**config.mk**
```make
export PLATFORM = sky130hd
export DESIGN_NAME = l1_cache_controller
export DESIGN_NICKNAME = d
export VERILOG_FILES = /design/src/cache_config.svh /design/src/cache_pkg.sv /design/src/l1_cache_controller.sv
export SDC_FILE = /design/constraint.sdc
export NUM_CORES = 1
export LEC_CHECK = 0
export BUFFER_PORTS_ARGS = -buffer_cell sky130_fd_sc_hd__buf_4
export CAP_MARGIN = 20
export CORE_AREA = 2 2 39 41
export CTS_CLUSTER_DIAMETER = 30
export DETAILED_ROUTE_END_ITERATION = 12
export DIE_AREA = 0 0 41 43
export GPL_TIMING_DRIVEN = 0
export HOLD_SLACK_MARGIN = 0.1
export MAX_ROUTING_LAYER = met4
export PLACE_DENSITY_LB_ADDON = 0.12
export SYNTH_ARGS = -nofsm -noshare
export SYNTH_HDL_FRONTEND = slang
export SYNTH_SLANG_ARGS = --single-unit
```
**constraint.sdc**
```tcl
create_clock -name clk -period 1.7 [get_ports clk]
set_clock_uncertainty 0.05 [all_clocks]
set_input_delay 0.17 -clock clk [delete_from_list [all_inputs] [get_ports clk]]
set_output_delay 0.17 -clock clk [all_outputs]
set_load 0.01 [all_outputs]
```
**src/cache_config.svh**
```systemverilog
`ifndef CACHE_CONFIG_SVH
`define CACHE_CONFIG_SVH

// cpu and dram port widths
`define CACHE_ADDR_WIDTH 32
`define CPU_DATA_WIDTH 32
`define MEM_DATA_WIDTH 256

// address split into tag, index and byte offset
`define TAG_WIDTH 22
`define INDEX_WIDTH 5
`define OFFSET_WIDTH 5

// word select is the upper part of the byte offset
`define WORD_SEL_WIDTH 3

// direct mapped, one block per line
`define CACHE_LINES 32

`endif
```
**src/cache_pkg.sv**
```systemverilog
`default_nettype none

package cache_pkg;

	// controller states
	// compare is also the cycle that acks a hit
	typedef enum logic [2:0] {
		IDLE,
		COMPARE,
		WRITE_BACK,
		ALLOCATE,
		REFILL
	} cache_state_e;

	// where the dram block address comes from
	typedef enum logic {
		// stored tag with the current index
		VICTIM_BLOCK,
		// cpu address with its offset cleared
		MISS_BLOCK
	} dram_addr_sel_e;

endpackage

`default_nettype wire

```
**src/l1_cache_controller.sv**
```systemverilog
`timescale 1ns/1ps
`default_nettype none

module l1_cache_controller (
	input wire clk,
	input wire rst_i,

	// cpu handshake
	input wire cache_cs_i,
	input wire cache_we_i,
	output logic cache_ack_o,

	// status from the datapath
	input wire cache_hit_i,
	input wire victim_dirty_i,

	// tag and data storage control
	output logic tag_we_o,
	output logic data_we_o,
	output logic fill_o,
	output logic dirty_o,

	// dram handshake
	output cache_pkg::dram_addr_sel_e dram_addr_sel_o,
	output logic dram_cs_o,
	output logic dram_we_o,
	input wire dram_ack_i
);

	import cache_pkg::*;

	cache_state_e state_q;
	cache_state_e state_d;

	// state register
	always_ff @(posedge clk) begin
		if (rst_i) begin
			state_q <= IDLE;
		end else begin
			state_q <= state_d;
		end
	end

	// next state
	always_comb begin
		state_d = state_q;

		case (state_q)
			IDLE: begin
				// srams read the request index on this edge
				if (cache_cs_i) begin
					state_d = COMPARE;
				end
			end

			COMPARE: begin
				if (cache_hit_i) begin
					state_d = IDLE;
				end else if (victim_dirty_i) begin
					state_d = WRITE_BACK;
				end else begin
					state_d = ALLOCATE;
				end
			end

			WRITE_BACK: begin
				// victim block leaves before the new one is fetched
				if (dram_ack_i) begin
					state_d = ALLOCATE;
				end
			end

			ALLOCATE: begin
				if (dram_ack_i) begin
					state_d = REFILL;
				end
			end

			REFILL: begin
				// one cycle so the srams return the new line
				state_d = COMPARE;
			end

			default: begin
				state_d = IDLE;
			end
		endcase
	end

	// outputs decoded from state, hit and dram ack
	always_comb begin
		cache_ack_o = 1'b0;
		tag_we_o = 1'b0;
		data_we_o = 1'b0;
		fill_o = 1'b0;
		dirty_o = 1'b0;
		dram_addr_sel_o = MISS_BLOCK;
		dram_cs_o = 1'b0;
		dram_we_o = 1'b0;

		case (state_q)
			COMPARE: begin
				if (cache_hit_i) begin
					cache_ack_o = 1'b1;

					// write hit merges the cpu word and marks the line dirty
					tag_we_o = cache_we_i;
					data_we_o = cache_we_i;
					dirty_o = 1'b1;
				end
			end

			WRITE_BACK: begin
				dram_addr_sel_o = VICTIM_BLOCK;
				dram_cs_o = 1'b1;
				dram_we_o = 1'b1;
			end

			ALLOCATE: begin
				dram_addr_sel_o = MISS_BLOCK;
				dram_cs_o = 1'b1;

				// fresh block goes in clean
				if (dram_ack_i) begin
					tag_we_o = 1'b1;
					data_we_o = 1'b1;
					fill_o = 1'b1;
				end
			end

			default: begin
			end
		endcase
	end

endmodule

`default_nettype wire

```
Word level (Yosys, flattened, before mapping)
Cells that the tools add are included.
Operators by class
  equality and inequality tests: 7
  reduce and logical (&&, ||, !) cells: 3
  muxes and demuxes: 15
Operator list (number)
  $pmux W3 S5: 1
  $mux W1: 9
  $mux W3: 3
  $eq A3 B2 Y1 const B: 2
  $ne A2 B2 Y1 const B: 3
  $eq A3 B1 Y1 const B: 1
  $eq A3 B3 Y1 const B: 1
  $logic_not A3 Y1: 1
  $reduce_and A3 Y1: 1
  $mux W2: 1
  $pmux W1 S2: 1
  $reduce_or A2 Y1: 1
Storage, ports and cells
  flip-flop bits (word level): 3
  input bits: 7
  logic and storage cells: 26
  output and inout bits: 8

Logic depth before layout (Yosys ltp)
  depth in word-level cells: 3
  depth in mapped cells: 5
  mapped depth without buffers: 3

Worst setup path before layout
No wires, ideal clock.
  kind: register to output
  start point: register state_q[0]
  end point: output tag_we_o
  buffers on the path: 2
  data arrival time: 1.329 ns
  data required time: 1.480 ns
  cell stages (with the launch flop): 6
  setup slack: 0.151 ns
  cells stage by stage: dfxtp_1 -> clkbuf_1 -> nand2_1 -> nor3_1 -> a21o_1 -> buf_4
Between the ends
  word-level cells in the longest chain between the ends: 2
  elaborated cells on any way between the ends: 3
  classes of those cells: eq/ne (2); mux (1)
Ends and longest elaborated chain
  start, declared: RTL line l1_cache_controller.sv:32  | cache_state_e state_q;
  start signal, assigned: RTL line l1_cache_controller.sv:40  | state_q <= state_d;
  $eq A3 B2 Y1 or $eq A3 B1 Y1 (tied branches)
  $pmux W1 S2 *
  end, declared: RTL line l1_cache_controller.sv:18  | output logic tag_we_o,
Mark *: on every way between the ends. The rest lies on a longest branch, timed or not.

Final worst setup path
  start point: register state_q[1]
  end point: output tag_we_o
Between the ends
  word-level cells in the longest chain between the ends: 2
  elaborated cells on any way between the ends: 3
  classes of those cells: eq/ne (2); mux (1)
Ends and longest elaborated chain
  $eq A3 B2 Y1 or $eq A3 B1 Y1 (tied branches): RTL line l1_cache_controller.sv:101  | case (state_q)
  $pmux W1 S2 *: RTL line l1_cache_controller.sv:101
Marked as above.

==> flow_metrics.py <==
metrics = {
    "run_status": {
        "status": "finished, final reports clean",
    },
    "synthesis": {
        "synth.largest_area_cell": "dfxtp_1",
        "ys_seq_area_frac": 0.276,
        "syn-num-nets": 34,
        "synth_cells": 27,
        "synth_edf_count": 0,
        "yosysMostFrequentCell": "dfxtp_1",
        "synth_cell_types": 20,
        "synth_top_area_share": 0.276,
        "async_flop_share": 0,
        "syn-cell-area_sq_um": 218,
        "yosysWarnings": 0,
        "syn_avg_cell_area_sq_um": 8.06,
        "synth-main-ff-cell": "dfxtp_1",
        "yosys-top-cells-area": "dfxtp_1 (28%), a21o_1 (6.9%), buf_4 (6.9%)",
        "synth_seq_cells": 3,
    },
    "job": {
        "drv_cap": 0,
    },
    "setup_path": {
        "rr_startpoint": "state_q[1]$_SDFFE_PP0P_",
        "path_common_cell": "buf_4",
        "path_buf_inv": 3,
        "r2r_end": "state_q[0]$_SDFFE_PP0P_",
        "crit_type": "register to primary output",
        "crit_arrival_ns": 1.39,
        "worstSetupStartpointType": "register",
        "cp.required_ns": 1.48,
        "cp_cell_sequence": "buf_6 > nor2b_4 > and3_4 > a21o_1 > buf_4 > buf_4",
        "rrSetupSlack_ns": 0.09,
        "cp_slowest_stage_delay_ns": 0.30,
        "critPathTopFamily": "buffers and inverters",
        "reg2regPathDepth": 5,
        "crit_slowest_cell": "dfxtp_1",
        "crit_fanout": 5,
        "end_kind": "primary output",
    },
    "worst_hold_path": {
        "hp-class": "primary input to register",
        "min_to": "state_q[0]$_SDFFE_PP0P_",
        "whs_path_depth": 4,
        "hold_start": "dram_ack_i",
    },
    "layout": {
        "largest_reg_flops": 3,
        "largest_register": "state_q",
        "reg.largest.list": "state_q: 3 flops",
        "final_net_count": 55,
        "syn2layout_area_growth_pct": 93.7,
        "drive_gt1_frac": 0.574,
        "final_cell_count_no_fill": 63,
        "fin_util": 0.305,
        "n_antenna_cell": 0,
    },
    "timing": {
        "finalMaxSlewViolations": 0,
        "fmax_mhz": 622,
        "worst_slew_pin_slew_ns": 0.452,
        "tns_ns": 0,
        "max_slew_margin": 0.696,
        "holdWs_ns": 0.217,
        "finalHoldViolCount": 0,
        "setup_viol": 0,
        "final.min_clock_period_ns": 1.61,
        "fin_crit_sh": 0.946,
        "rsz0062_at_grt": "no",
    },
    "pwr": {
        "switching_share": 0.305,
        "seq_power_share": 0.242,
        "p_total_w": 0.000385,
        "vdd_drop_max_uv": 264,
        "p_switching_w": 0.000118,
        "pwr-share-comb": 0.424,
        "p_clk_frac": 0.334,
        "power.density_nw_per_um2": 914,
        "p_leak_nw": 0.210,
        "internal_power_w": 0.000268,
    },
    "drt": {
        "dr.pass1.iters": 2,
        "drtAntennaViolNets": 0,
        "vias_per_cell": 4.21,
        "drtIter0Drc": 1,
        "route.detailed.drc": 0,
        "drt-total-wl_um": 597,
        "post_drt_wl_per_cell_um": 9.48,
        "vias": 265,
    },
    "floorplan": {
        "start_util": 0.157,
        "pin_count": 15,
        "core.rowCount": 14,
        "coreArea_sq_um": 1380,
        "die_w_um": 41,
        "die_y_um": 43,
        "die-area_sq_um": 1760,
    },
    "clocking": {
        "cts_tree": "built",
        "numCtsBuffers": 3,
        "cts.sinks": 3,
        "cts_max_level": 1,
        "root_buffer": "clkbuf_4",
        "clk_path_buf_depth": 2,
        "insertion_delay_ns": 0.24,
        "clk_pin_slew_ns": 0.04,
    },
    "global_route": {
        "met2_usage": 0.106,
        "grt_pass1_vias": 245,
        "antenna_found_initial": 0,
        "grt_util_met1": 0.0900,
        "grt_first_pass_wirelength_um": 924,
        "grt-ovfl-total": 0,
        "grt_usage": 0.0833,
        "grt_max_degree": 10,
        "grt_util_met3": 0.0366,
        "top_usage_layer": "met2",
    },
    "placement": {
        "dpl.cell_count": 57,
        "io_buffers": 14,
        "globalplace.congestion": 0.751,
    },
}
[cell usage in the layout, fill, tap and decap left out]
cell type      synthesis  final
dfxtp_2                0      1
a2111oi_0              1      1
a21oi_1                1      1
nor2b_4                0      1
inv_1                  2      2
nor3b_1                1      1
nor4_1                 1      1
clkbuf_1               1      1
nor2_1                 1      1
mux2i_1                1      1
a221o_1                1      1
buf_12                 0      1
buf_6                  1      1
nor2b_1                2      1
a21oi_2                1      1
nor3_1                 2      1
nor3_2                 0      1
nand2_1                1      1
buf_4                  2     17
and3_4                 0      1
clkbuf_4               0      3
nand3_1                1      1
dlygate4sd3_1          0      1
or4_1                  1      1
a21o_1                 2      2
dfxtp_1                3      2
[area by class of cell]
cell class | count | area [sq um]
Sequential cell | 3 | 61.3
Timing Repair Buffer | 17 | 143
Inverter | 2 | 7.51
Buffer | 3 | 26.3
Multi-Input combinational cell | 18 | 138
Tap cell | 16 | 20.0
Fill cell | 165 | 962
Clock buffer | 4 | 26.3
[how the worst max path moves through the flow]
stage	from	endpoint	slack, ns	depth (start not counted)
floorplan	state_q[0]$_SDFFE_PP0P_	tag_we_o	0.15	5
global placement	state_q[0]$_SDFFE_PP0P_	tag_we_o	0.16	6
detailed placement	state_q[0]$_SDFFE_PP0P_	tag_we_o	0.14	6
CTS	state_q[1]$_SDFFE_PP0P_	tag_we_o	0.01	6
global route	state_q[1]$_SDFFE_PP0P_	tag_we_o	0.01	6
finish	state_q[1]$_SDFFE_PP0P_	tag_we_o	0.09	6
[worst reg2reg max path, delay by kind of cell (launching register included)]
kind | cells | cell delay (ns)
flip-flops | 1 | 0.30
buffers and inverters | 2 | 0.24
AND/OR/NAND/NOR | 1 | 0.50
AO/OA/AOI/OAI | 2 | 0.43
[timing repair]
item	4_1_cts	5_1_grt
pin swaps	0	1
setup endpoints to repair	2	2
resized for setup	3	2
hold buffers	1	0
buffers inserted	0	2
endpoints found under the hold margin	3	0
[power groups by stage]
stage	registers (W)	clock network [W]	logic, W
2_1_floorplan	0.0000834	0	0.0000899
4_1_cts	0.0000919	0.000133	0.000142
3_5_place_dp	0.0000842	0	0.000145
3_3_place_gp	0.0000840	0	0.000148
5_1_grt	0.0000949	0.000143	0.000179
6_report	0.0000932	0.000129	0.000164
[cells by family after synthesis]
| logic type | share of synthesized area |
|---|---|
| DFF | 0.276 |
| AOI/OAI and AO/OA | 0.218 |
| and+or+nand+nor | 0.287 |
| buffers and inverters | 0.172 |
| muxes | 0.0460 |
[routing by layer]
metal  vias up  part of all wire
li1        136                 -
met1       116              0.40
met2        11              0.50
met3         2             0.080
met4         0             0.017
met5         -                 0
[stage by stage]
step	area (sq um)	setup WS [ns]
floorplan	218	0.151
global placement	343	0.161
detailed placement	343	0.145
CTS	388	0.0134
global route	422	0.0100
finish	422	0.0919
Note: power is estimated with default switching activity, not from simulation.
