## src/cache_config.svh

```systemverilog
`ifndef CACHE_CONFIG_SVH
`define CACHE_CONFIG_SVH

// cpu and dram port widths
`define CACHE_ADDR_WIDTH 32
`define CPU_DATA_WIDTH 32
`define MEM_DATA_WIDTH 256

// address split into tag, index and byte offset
`define TAG_WIDTH 22
`define INDEX_WIDTH 5
`define OFFSET_WIDTH 5

// word select is the upper part of the byte offset
`define WORD_SEL_WIDTH 3

// direct mapped, one block per line
`define CACHE_LINES 32

`endif
```

## src/sram.sv

```systemverilog
`timescale 1ns/1ps
`default_nettype none

// single port synchronous ram with read-first behavior
module sram #(
	parameter int data_width = 32,
	parameter int depth = 32
) (
	input wire clk,

	// one address for both read and write
	input wire [$clog2(depth)-1:0] addr_i,
	input wire we_i,
	input wire [data_width-1:0] data_i,
	output logic [data_width-1:0] data_o
);

	logic [data_width-1:0] mem [depth];

	// write port
	always_ff @(posedge clk) begin
		if (we_i) begin
			mem[addr_i] <= data_i;
		end
	end

	// registered read
	// a write on the same edge still returns the old word
	always_ff @(posedge clk) begin
		data_o <= mem[addr_i];
	end

endmodule

`default_nettype wire

```

## config.mk

```make
export PLATFORM = sky130hd
export DESIGN_NAME = sram
export DESIGN_NICKNAME = d
export VERILOG_FILES = /design/src/cache_config.svh /design/src/sram.sv
export SDC_FILE = /design/constraint.sdc
export NUM_CORES = 1
export LEC_CHECK = 0
export BUFFER_PORTS_ARGS = -buffer_cell sky130_fd_sc_hd__buf_4
export CAP_MARGIN = 0
export CORE_ASPECT_RATIO = 1.5
export CORE_MARGIN = 3
export CORE_UTILIZATION = 70
export CTS_BUF_LIST = sky130_fd_sc_hd__clkbuf_2 sky130_fd_sc_hd__clkbuf_4 sky130_fd_sc_hd__clkbuf_8
export CTS_CLUSTER_SIZE = 24
export DETAILED_ROUTE_END_ITERATION = 6
export HOLD_SLACK_MARGIN = 0.03
export PLACE_DENSITY = 0.84
export RECOVER_POWER = 25
export SETUP_SLACK_MARGIN = 0.3
export SLEW_MARGIN = 10
export SYNTH_ARGS = -nofsm -noshare
export SYNTH_HDL_FRONTEND = slang
export SYNTH_SLANG_ARGS = --single-unit
```

## constraint.sdc

```tcl
create_clock -name clk -period 8.13 [get_ports clk]
set_clock_uncertainty 0.05 [all_clocks]
set_input_delay 0.813 -clock clk [delete_from_list [all_inputs] [get_ports clk]]
set_output_delay 0.813 -clock clk [all_outputs]
set_load 0.02 [all_outputs]
```

# Yosys cells after proc, flatten, opt, wreduce, memory -nomap -nowiden
# Memory sizes are Yosys's and may differ from the RTL's. A register that Yosys moved wholly into a read port is not among the register bits.
# Cells that the tools add are included.
totals:
  register_bits: 0
  latch_bits: 0
  mem_bits_rw: 1024
  mem_bits_ro: 0
  output_inout_bits: 32
  word_cells: 3
  n_memories: 1
mem_list:
  columns: ["name", "depth", "width", "read_ports", "rd_clocked_by_memory_dff", "wr", "line_no", "text"]
  rows:
  - ["mem", 32, 32, 1, 1, 1, "sram.sv:18", "logic [data_width-1:0] mem [depth];"]
op_classes:
  add_sub_neg: 0
  multipliers: 0
  div: 0
  n_lt_le_gt_ge: 0
  n_eq_ne: 0
  shifts: 0
  muxes: 2
  bitwise_logic: 0
  reduce_logical: 0
op_table:
  columns: ["op", "count"]
  rows:
  - ["1-bit two-way mux", 2]

# Longest topological paths before layout
# Gate-level depths: netlist of the first run.
logic_depth:
  word_depth: 2
  depth_mapped: 8
  ltp_nobuf: 4

# Least setup slack after synthesis of the first run
# No wires, ideal clock.
synth_timing:
  kind: "input to register"
  start: "in addr_i[1]"
  end: "mem mem[27][0], enable pin"
  setup_ps: 461
  arrival_ps: 4021
  required_time_ps: 7619
  slack_ps: 3598
  stages: 6
  n_path_buf: 4
  path_cell_list: "clkbuf_1 buf_4 buf_2 buf_2 nand3_1 nor3_1"
synth_rtl:
  columns: ["element", "line_no", "text"]
  rows:
  - ["from (decl)", "sram.sv:12", "input wire [$clog2(depth)-1:0] addr_i,"]
  - ["to (decl)", "sram.sv:18", null]
# Straight into the memory's write port.

==> flow_summary_export.csv, run 1 <==
group,metric,value,unit
status,status,"completed",
placement,io_buffer_count,70,
worst_setup_path,cp.required,8.72,ns
power_and_ir_drop,cellLeakagePower,15.27,nW
global_route,grt_pass1_wl,138400,microns
clock_network,clockBufferDepth,3,
worst_setup_path,r2r_slack,6.41,ns
clock_network,cts-resized-gates,0,
worst_setup_path,crit_type,"in2reg",
clock_network,cts-hold-fix-buffers,0,
logic_synthesis,syn_inst,2107,
global_route,grt_max_degree,89,
global_route,antenna_found_initial,3,
timing,fin_setup_tns,0,ns
global_route,grt.total_usage,0.3204,
clock_network,numCtsBuffers,144,
power_and_ir_drop,power_frac_seq,0.576,
drt,ant_nets,0,
placement,dp_hpwl,49240,microns
worst_setup_path,worstPathMaxFanout,88,
logic_synthesis,postSynthAreaPerCell,18.86,sq um
drt,num_vias,21590,
power_and_ir_drop,power.internal,0.008307,W
drt,wl,96000,microns
global_route,grt_pass1_vias,21690,
finish,fillCellCount,2847,
timing,hold_viol_final,0,
power_and_ir_drop,p_clk_frac,0.377,
worst_setup_path,cp-end-kind,"flop",
worst_setup_path,critPathArrivalTime,4.41,ns
finish,layout.nets,2292,
clock_network,cts_tree,"yes",
logic_synthesis,ys_warn_count,0,
floorplan,core,55970,sq um
timing,fin_crit,3.822,ns
clock_network,h-tree-depth,4,
timing,final-setup-viol-count,0,
timing,rsz0062_at_grt,"no",
placement,gp_congestion,0.8216,
clock_network,cts.clk_slew.worst_paths,0.07,ns
drt,dr.pass1.iters,7,
placement,dp_cells,2863,
drt,vias_per_cell,6.901,
drt,drt_iter0_drc,2726,
power_and_ir_drop,totalPowerFinal,0.01057,W
finish,syn2layout_area_growth,10.62,%
logic_synthesis,synth_seq_cells,1056,
timing,timing.final.crit_share,0.4701,
floorplan,initial_core_util,0.7101,
floorplan,dieHeight,297.8,microns
timing,drv_slew,0,
logic_synthesis,synth_cell_type_count,23,
global_route,overflow,0,
floorplan,rows,106,
logic_synthesis,synth_nets,2146,
timing,worst_pin_slew,1.237,ns
clock_network,cts_root_buf,"clkbuf_8",
power_and_ir_drop,combPwrFrac,0.048,
logic_synthesis,syn_area,39740,sq um
finish,layout.cells.non_filler,3129,
power_and_ir_drop,netSwitchingFraction,0.2144,
worst_setup_path,worstSetupStartpointType,"input pin",
power_and_ir_drop,switchingPower,0.002268,W
timing,max-slew-margin-rel,0.1754,
logic_synthesis,synth-seq-area-share,0.7898,
timing,fmax,0.2616,GHz
clock_network,cts_sinks,1056,
drt,wl_per_cell,30.68,microns
finish,layout_common_cells,"1024 x edfxtp_1, 512 x mux2i_1, 256 x o22ai_1",
power_and_ir_drop,ir_drop,0.2063,mV
drt,drc_errors,0,
hold_path,hp-class,"in2reg",
floorplan,die_x,200.6,microns
clock_network,cts_setup_buffers,0,
floorplan,die_area,59730,sq um
finish,layout_commonest_cell,"edfxtp_1",
floorplan,io_pins,71,
finish,layout-drive-gt1-share,0.1624,
clock_network,clock_latency,0.77,ns
power_and_ir_drop,p_per_area,240.5,nW/um^2
flow_run,maxCapViolations,0,
==> layer usage <==
metal,track usage,part of all wire,vias up
met5,0,0.00014,-
met4,0.1788,0.054,2
met3,0.06230,0.11,361
met2,0.5228,0.50,1610
met1,0.4112,0.34,10730
li1,-,-,8894
==> sequential cells by signal (all words and copies together), names as in the netlist <==
signal,count
mem,1024
data_o,32
==> worst max-delay path, stage by stage <==
cell and delay [ns]:
buf_8 0.63, buf_4 0.94, buf_4 0.96, mux2i_1 0.34
o22ai_1 0.13, nor4_1 0.36, nand2_1 0.08
==> cell families after synthesis <==
kind of cell	after synthesis	synth area share
flip-flops	1056	0.7898
multiplexers	512	0.1290
AO/OA/AOI/OAI	256	0.04030
AND/OR/NAND/NOR	157	0.02267
buffers and inverters	126	0.01823
==> synthesized netlist by cell type <==
| library cell | number | area, sq um |
|---|---|---|
| mux2i_1 | 512 | 5125 |
| edfxtp_1 | 1024 | 30750 |
| nand4b_1 | 4 | 35.03 |
| dfxtp_1 | 32 | 640.6 |
| nor2_1 | 29 | 108.9 |
| nor3_1 | 4 | 20.02 |
| or4b_4 | 3 | 41.29 |
| buf_2 | 81 | 405.4 |
| buf_1 | 1 | 3.750 |
| clkbuf_1 | 23 | 86.33 |
| or3_1 | 1 | 6.260 |
| buf_6 | 19 | 214.0 |
| nand2_1 | 34 | 127.6 |
| or4b_1 | 1 | 10.01 |
| nand4_1 | 1 | 6.260 |
| or4_4 | 1 | 11.26 |
| buf_4 | 2 | 15.01 |
| nand3_1 | 2 | 10.01 |
| nand4bb_1 | 6 | 67.56 |
| or3b_2 | 3 | 26.28 |
| nand3b_1 | 4 | 30.03 |
| nor4_1 | 64 | 400.4 |
| o22ai_1 | 256 | 1602 |
==> power groups by stage <==
| stage | clock, W | sequential (W) | combinational (W) |
|---|---|---|---|
| after floorplan | 0 | 0.00622 | 0.000255 |
| after global placement | 0 | 0.00620 | 0.000480 |
| after detailed placement | 0 | 0.00620 | 0.000499 |
| after CTS | 0.00401 | 0.00609 | 0.000502 |
| after global routing | 0.00425 | 0.00609 | 0.000527 |
| final | 0.00398 | 0.00609 | 0.000503 |
==> final cells by class <==
cell class                      instances  area, sq um  share of cell area
Sequential cell                      1056        31390              0.7140
Multi-Input combinational cell        925         7888              0.1794
Timing Repair Buffer                  126        870.8             0.01981
Antenna cell                            3        7.507           0.0001708
Tap cell                              756        945.9             0.02152
Clock buffer                          202         2442             0.05556
Clock inverter                         61        416.7            0.009478
==> per-stage QoR <==
stage	utilization	area (sq um)	setup WS [ns]	hold WS [ns]
3_3_place_gp	0.7357	41180	3.644	0.5716
6_report	0.7855	43960	4.308	0.4069
2_1_floorplan	-	39740	3.598	0.5260
3_5_place_dp	0.7357	41180	3.622	0.5792
4_1_cts	0.7868	44040	4.433	0.3382
5_1_grt	0.7854	43960	4.189	0.4103
==> final timing paths <==
check / from / endpoint / depth (start not counted)
setup / recovery: addr_i[1] / data_o[24] / 7
hold / removal: data_i[13] / mem[8][13] / 1
setup reg to reg: mem[14][20] / data_o[20] / 4
hold reg to reg: mem[28][10] / data_o[10] / 4
Note: power is estimated with default switching activity, not from simulation.
==> inputs of run 2 (changes only) <==
--- a/config.mk
+++ b/config.mk
@@ -9,12 +9,12 @@
 export CAP_MARGIN = 0
 export CORE_ASPECT_RATIO = 1.5
 export CORE_MARGIN = 3
-export CORE_UTILIZATION = 70
+export CORE_UTILIZATION = 65
 export CTS_BUF_LIST = sky130_fd_sc_hd__clkbuf_2 sky130_fd_sc_hd__clkbuf_4 sky130_fd_sc_hd__clkbuf_8
 export CTS_CLUSTER_SIZE = 24
 export DETAILED_ROUTE_END_ITERATION = 6
 export HOLD_SLACK_MARGIN = 0.03
-export PLACE_DENSITY = 0.84
+export PLACE_DENSITY = 0.79
 export RECOVER_POWER = 25
 export SETUP_SLACK_MARGIN = 0.3
 export SLEW_MARGIN = 10
==> constraint.sdc (replaced) <==
create_clock -name clk -period 3.8 [get_ports clk]
set_clock_uncertainty 0.05 [all_clocks]
set_input_delay 0.38 -clock clk [delete_from_list [all_inputs] [get_ports clk]]
set_output_delay 0.38 -clock clk [all_outputs]
set_load 0.02 [all_outputs]
==> run 2 against run 1 <==
  * Critical path depth down 3
  * Non-clock buffer count grew 56
  * Cell count grew 2.6%
  * Combinational power increased by 120%
  * Setup slack got worse by 2.7 ns
==> flow_summary_export.csv, run 2 (same netlist as run 1, synthesis figures left out) <==
group,metric,value,unit
floorplan,dieHeight,308.8,microns
worst_setup_path,crit_type,"in2reg",
finish,layout.cells.non_filler,3210,
placement,dp_cells,2915,
drt,num_vias,21450,
timing,max-slew-margin-rel,0.07345,
drt,wl,95810,microns
drt,vias_per_cell,6.683,
finish,layout-drive-gt1-share,0.1671,
worst_setup_path,cp-end-kind,"flop",
finish,regMostFlops,"mem",
worst_setup_path,r2r_slack,2.21,ns
worst_setup_path,slowest_stage,"nand3b_1",
timing,drv_slew,0,
floorplan,die_x,207.9,microns
timing,worst_pin_slew,1.390,ns
drt,ant_nets,0,
global_route,grt_max_degree,118,
timing,holdWs,0.3735,ns
clock_network,clock_latency,0.76,ns
floorplan,rows,110,
timing,timing.final.crit_share,0.5743,
worst_setup_path,max_stage_delay,0.80,ns
finish,syn2layout_area_growth,12.81,%
global_route,grt.total_usage,0.2973,
global_route,grt_pass1_vias,21470,
global_route,antenna_found_initial,2,
floorplan,io_pins,71,
floorplan,core,60280,sq um
timing,final-setup-viol-count,0,
clock_network,cts.clk_slew.worst_paths,0.06,ns
global_route,overflow,0,
worst_setup_path,path_buf_inv,2,
status,status,"completed",
worst_setup_path,worstSetupStartpointType,"input pin",
drt,dr.pass1.iters,6,
drt,drt_iter0_drc,2523,
worst_setup_path,crit_chain,"buf_8 > nand3b_1 > nor2_4 > buf_12",
finish,largest_reg_flops,1024,
clock_network,h-tree-depth,4,
placement,dp_hpwl,51710,microns
finish,seq_area,31390,sq um
placement,gp_congestion,0.8293,
global_route,grt_pass1_wl,138500,microns
timing,hold_viol_final,0,
drt,wl_per_cell,29.85,microns
finish,layout_commonest_cell,"edfxtp_1",
clock_network,cts-hold-fix-buffers,32,
placement,io_buffer_count,70,
worst_setup_path,worstPathMaxFanout,66,
drt,drc_errors,0,
worst_setup_path,critPathArrivalTime,2.57,ns
clock_network,numCtsBuffers,147,
power_and_ir_drop,p_per_area,505.8,nW/um^2
hold_path,hp-class,"in2reg",
clock_network,cts_sinks,1056,
worst_setup_path,critPathTopFamily,"simple AND/OR/NAND/NOR gates",
power_and_ir_drop,totalPowerFinal,0.02268,W
power_and_ir_drop,ir_drop,0.3825,mV
worst_setup_path,cp.required,4.19,ns
clock_network,clockBufferDepth,3,
finish,fillCellCount,3422,
finish,reg_top3,"mem (1024), data_o (32)",
clock_network,cts-resized-gates,0,
clock_network,cts_tree,"yes",
timing,rsz0062_at_grt,"no",
timing,fin_setup_tns,0,ns
timing,fin_crit,2.182,ns
timing,fmax,0.4582,GHz
flow_run,maxCapViolations,0,
power_and_ir_drop,cellLeakagePower,15.63,nW
finish,layout_common_cells,"1024 x edfxtp_1, 512 x mux2i_1, 256 x o22ai_1",
finish,layout.nets,2351,
finish,multiInputGateArea,7913,sq um
floorplan,die_area,64210,sq um
clock_network,cts_root_buf,"clkbuf_8",
clock_network,cts_setup_buffers,0,
floorplan,initial_core_util,0.6593,
-- run 2: cell count changes in the layout (fill, tap and decap cells not counted), sizes merged --
| cell | before | now |
|---|---|---|
| dlygate4sd3 | 0 | 32 |
| buf | 104 | 127 |
| clkbuf | 224 | 238 |
| clkinv | 43 | 35 |
| clkinvlp | 9 | 5 |
| bufinv | 4 | 1 |
| diode | 3 | 2 |
-- run 2: worst register-to-register path, cell delays in order (launching register included) --
cell      delay [ns]
edfxtp_1        0.37
mux2i_1         0.20
o22ai_1         0.10
nor4_1          0.63
nand2_1         0.12
-- run 2: cell type report --
class	instances	area share
repair buffers	182	0.03720
flip-flops and latches	1056	0.7002
clock buffers	215	0.05847
multi-input cells	925	0.1765
well taps	784	0.02188
diodes	2	0.0001116
clock inverters	46	0.005693
-- run 2: per-stage QoR --
step / util / setup slack (ns) / instance area, sq um
after floorplan: - / 0.5562 / 39760
after global placement: 0.6920 / 0.9399 / 41720
after detailed placement: 0.6920 / 0.9120 / 41720
after CTS: 0.7451 / 1.718 / 44910
after global routing: 0.7437 / 1.613 / 44830
final: 0.7437 / 1.618 / 44830
-- run 2: worst paths after layout --
check                  start          end  cells after the start
setup / recovery   addr_i[1]  mem[13][28]                      4
setup reg to reg  mem[3][18]   data_o[18]                      4
hold / removal     addr_i[1]    data_o[0]                      5
hold reg to reg   mem[6][27]   data_o[27]                      4
-- run 2: where the power goes --
part           switching, W  internal, W  leakage (nW)
Sequential        0.0000668       0.0130          9.49
Clock               0.00403      0.00449          1.52
Combinational      0.000734     0.000394          4.62
-- run 2: routing by layer --
layer	share of wire	track usage	up-vias	wire length, microns
met5	0	0	-	0
met3	0.097	0.05458	296	9297
met2	0.50	0.4943	1336	47910
met1	0.36	0.3903	10820	34370
li1	-	-	9004	-
met4	0.044	0.1354	0	4240
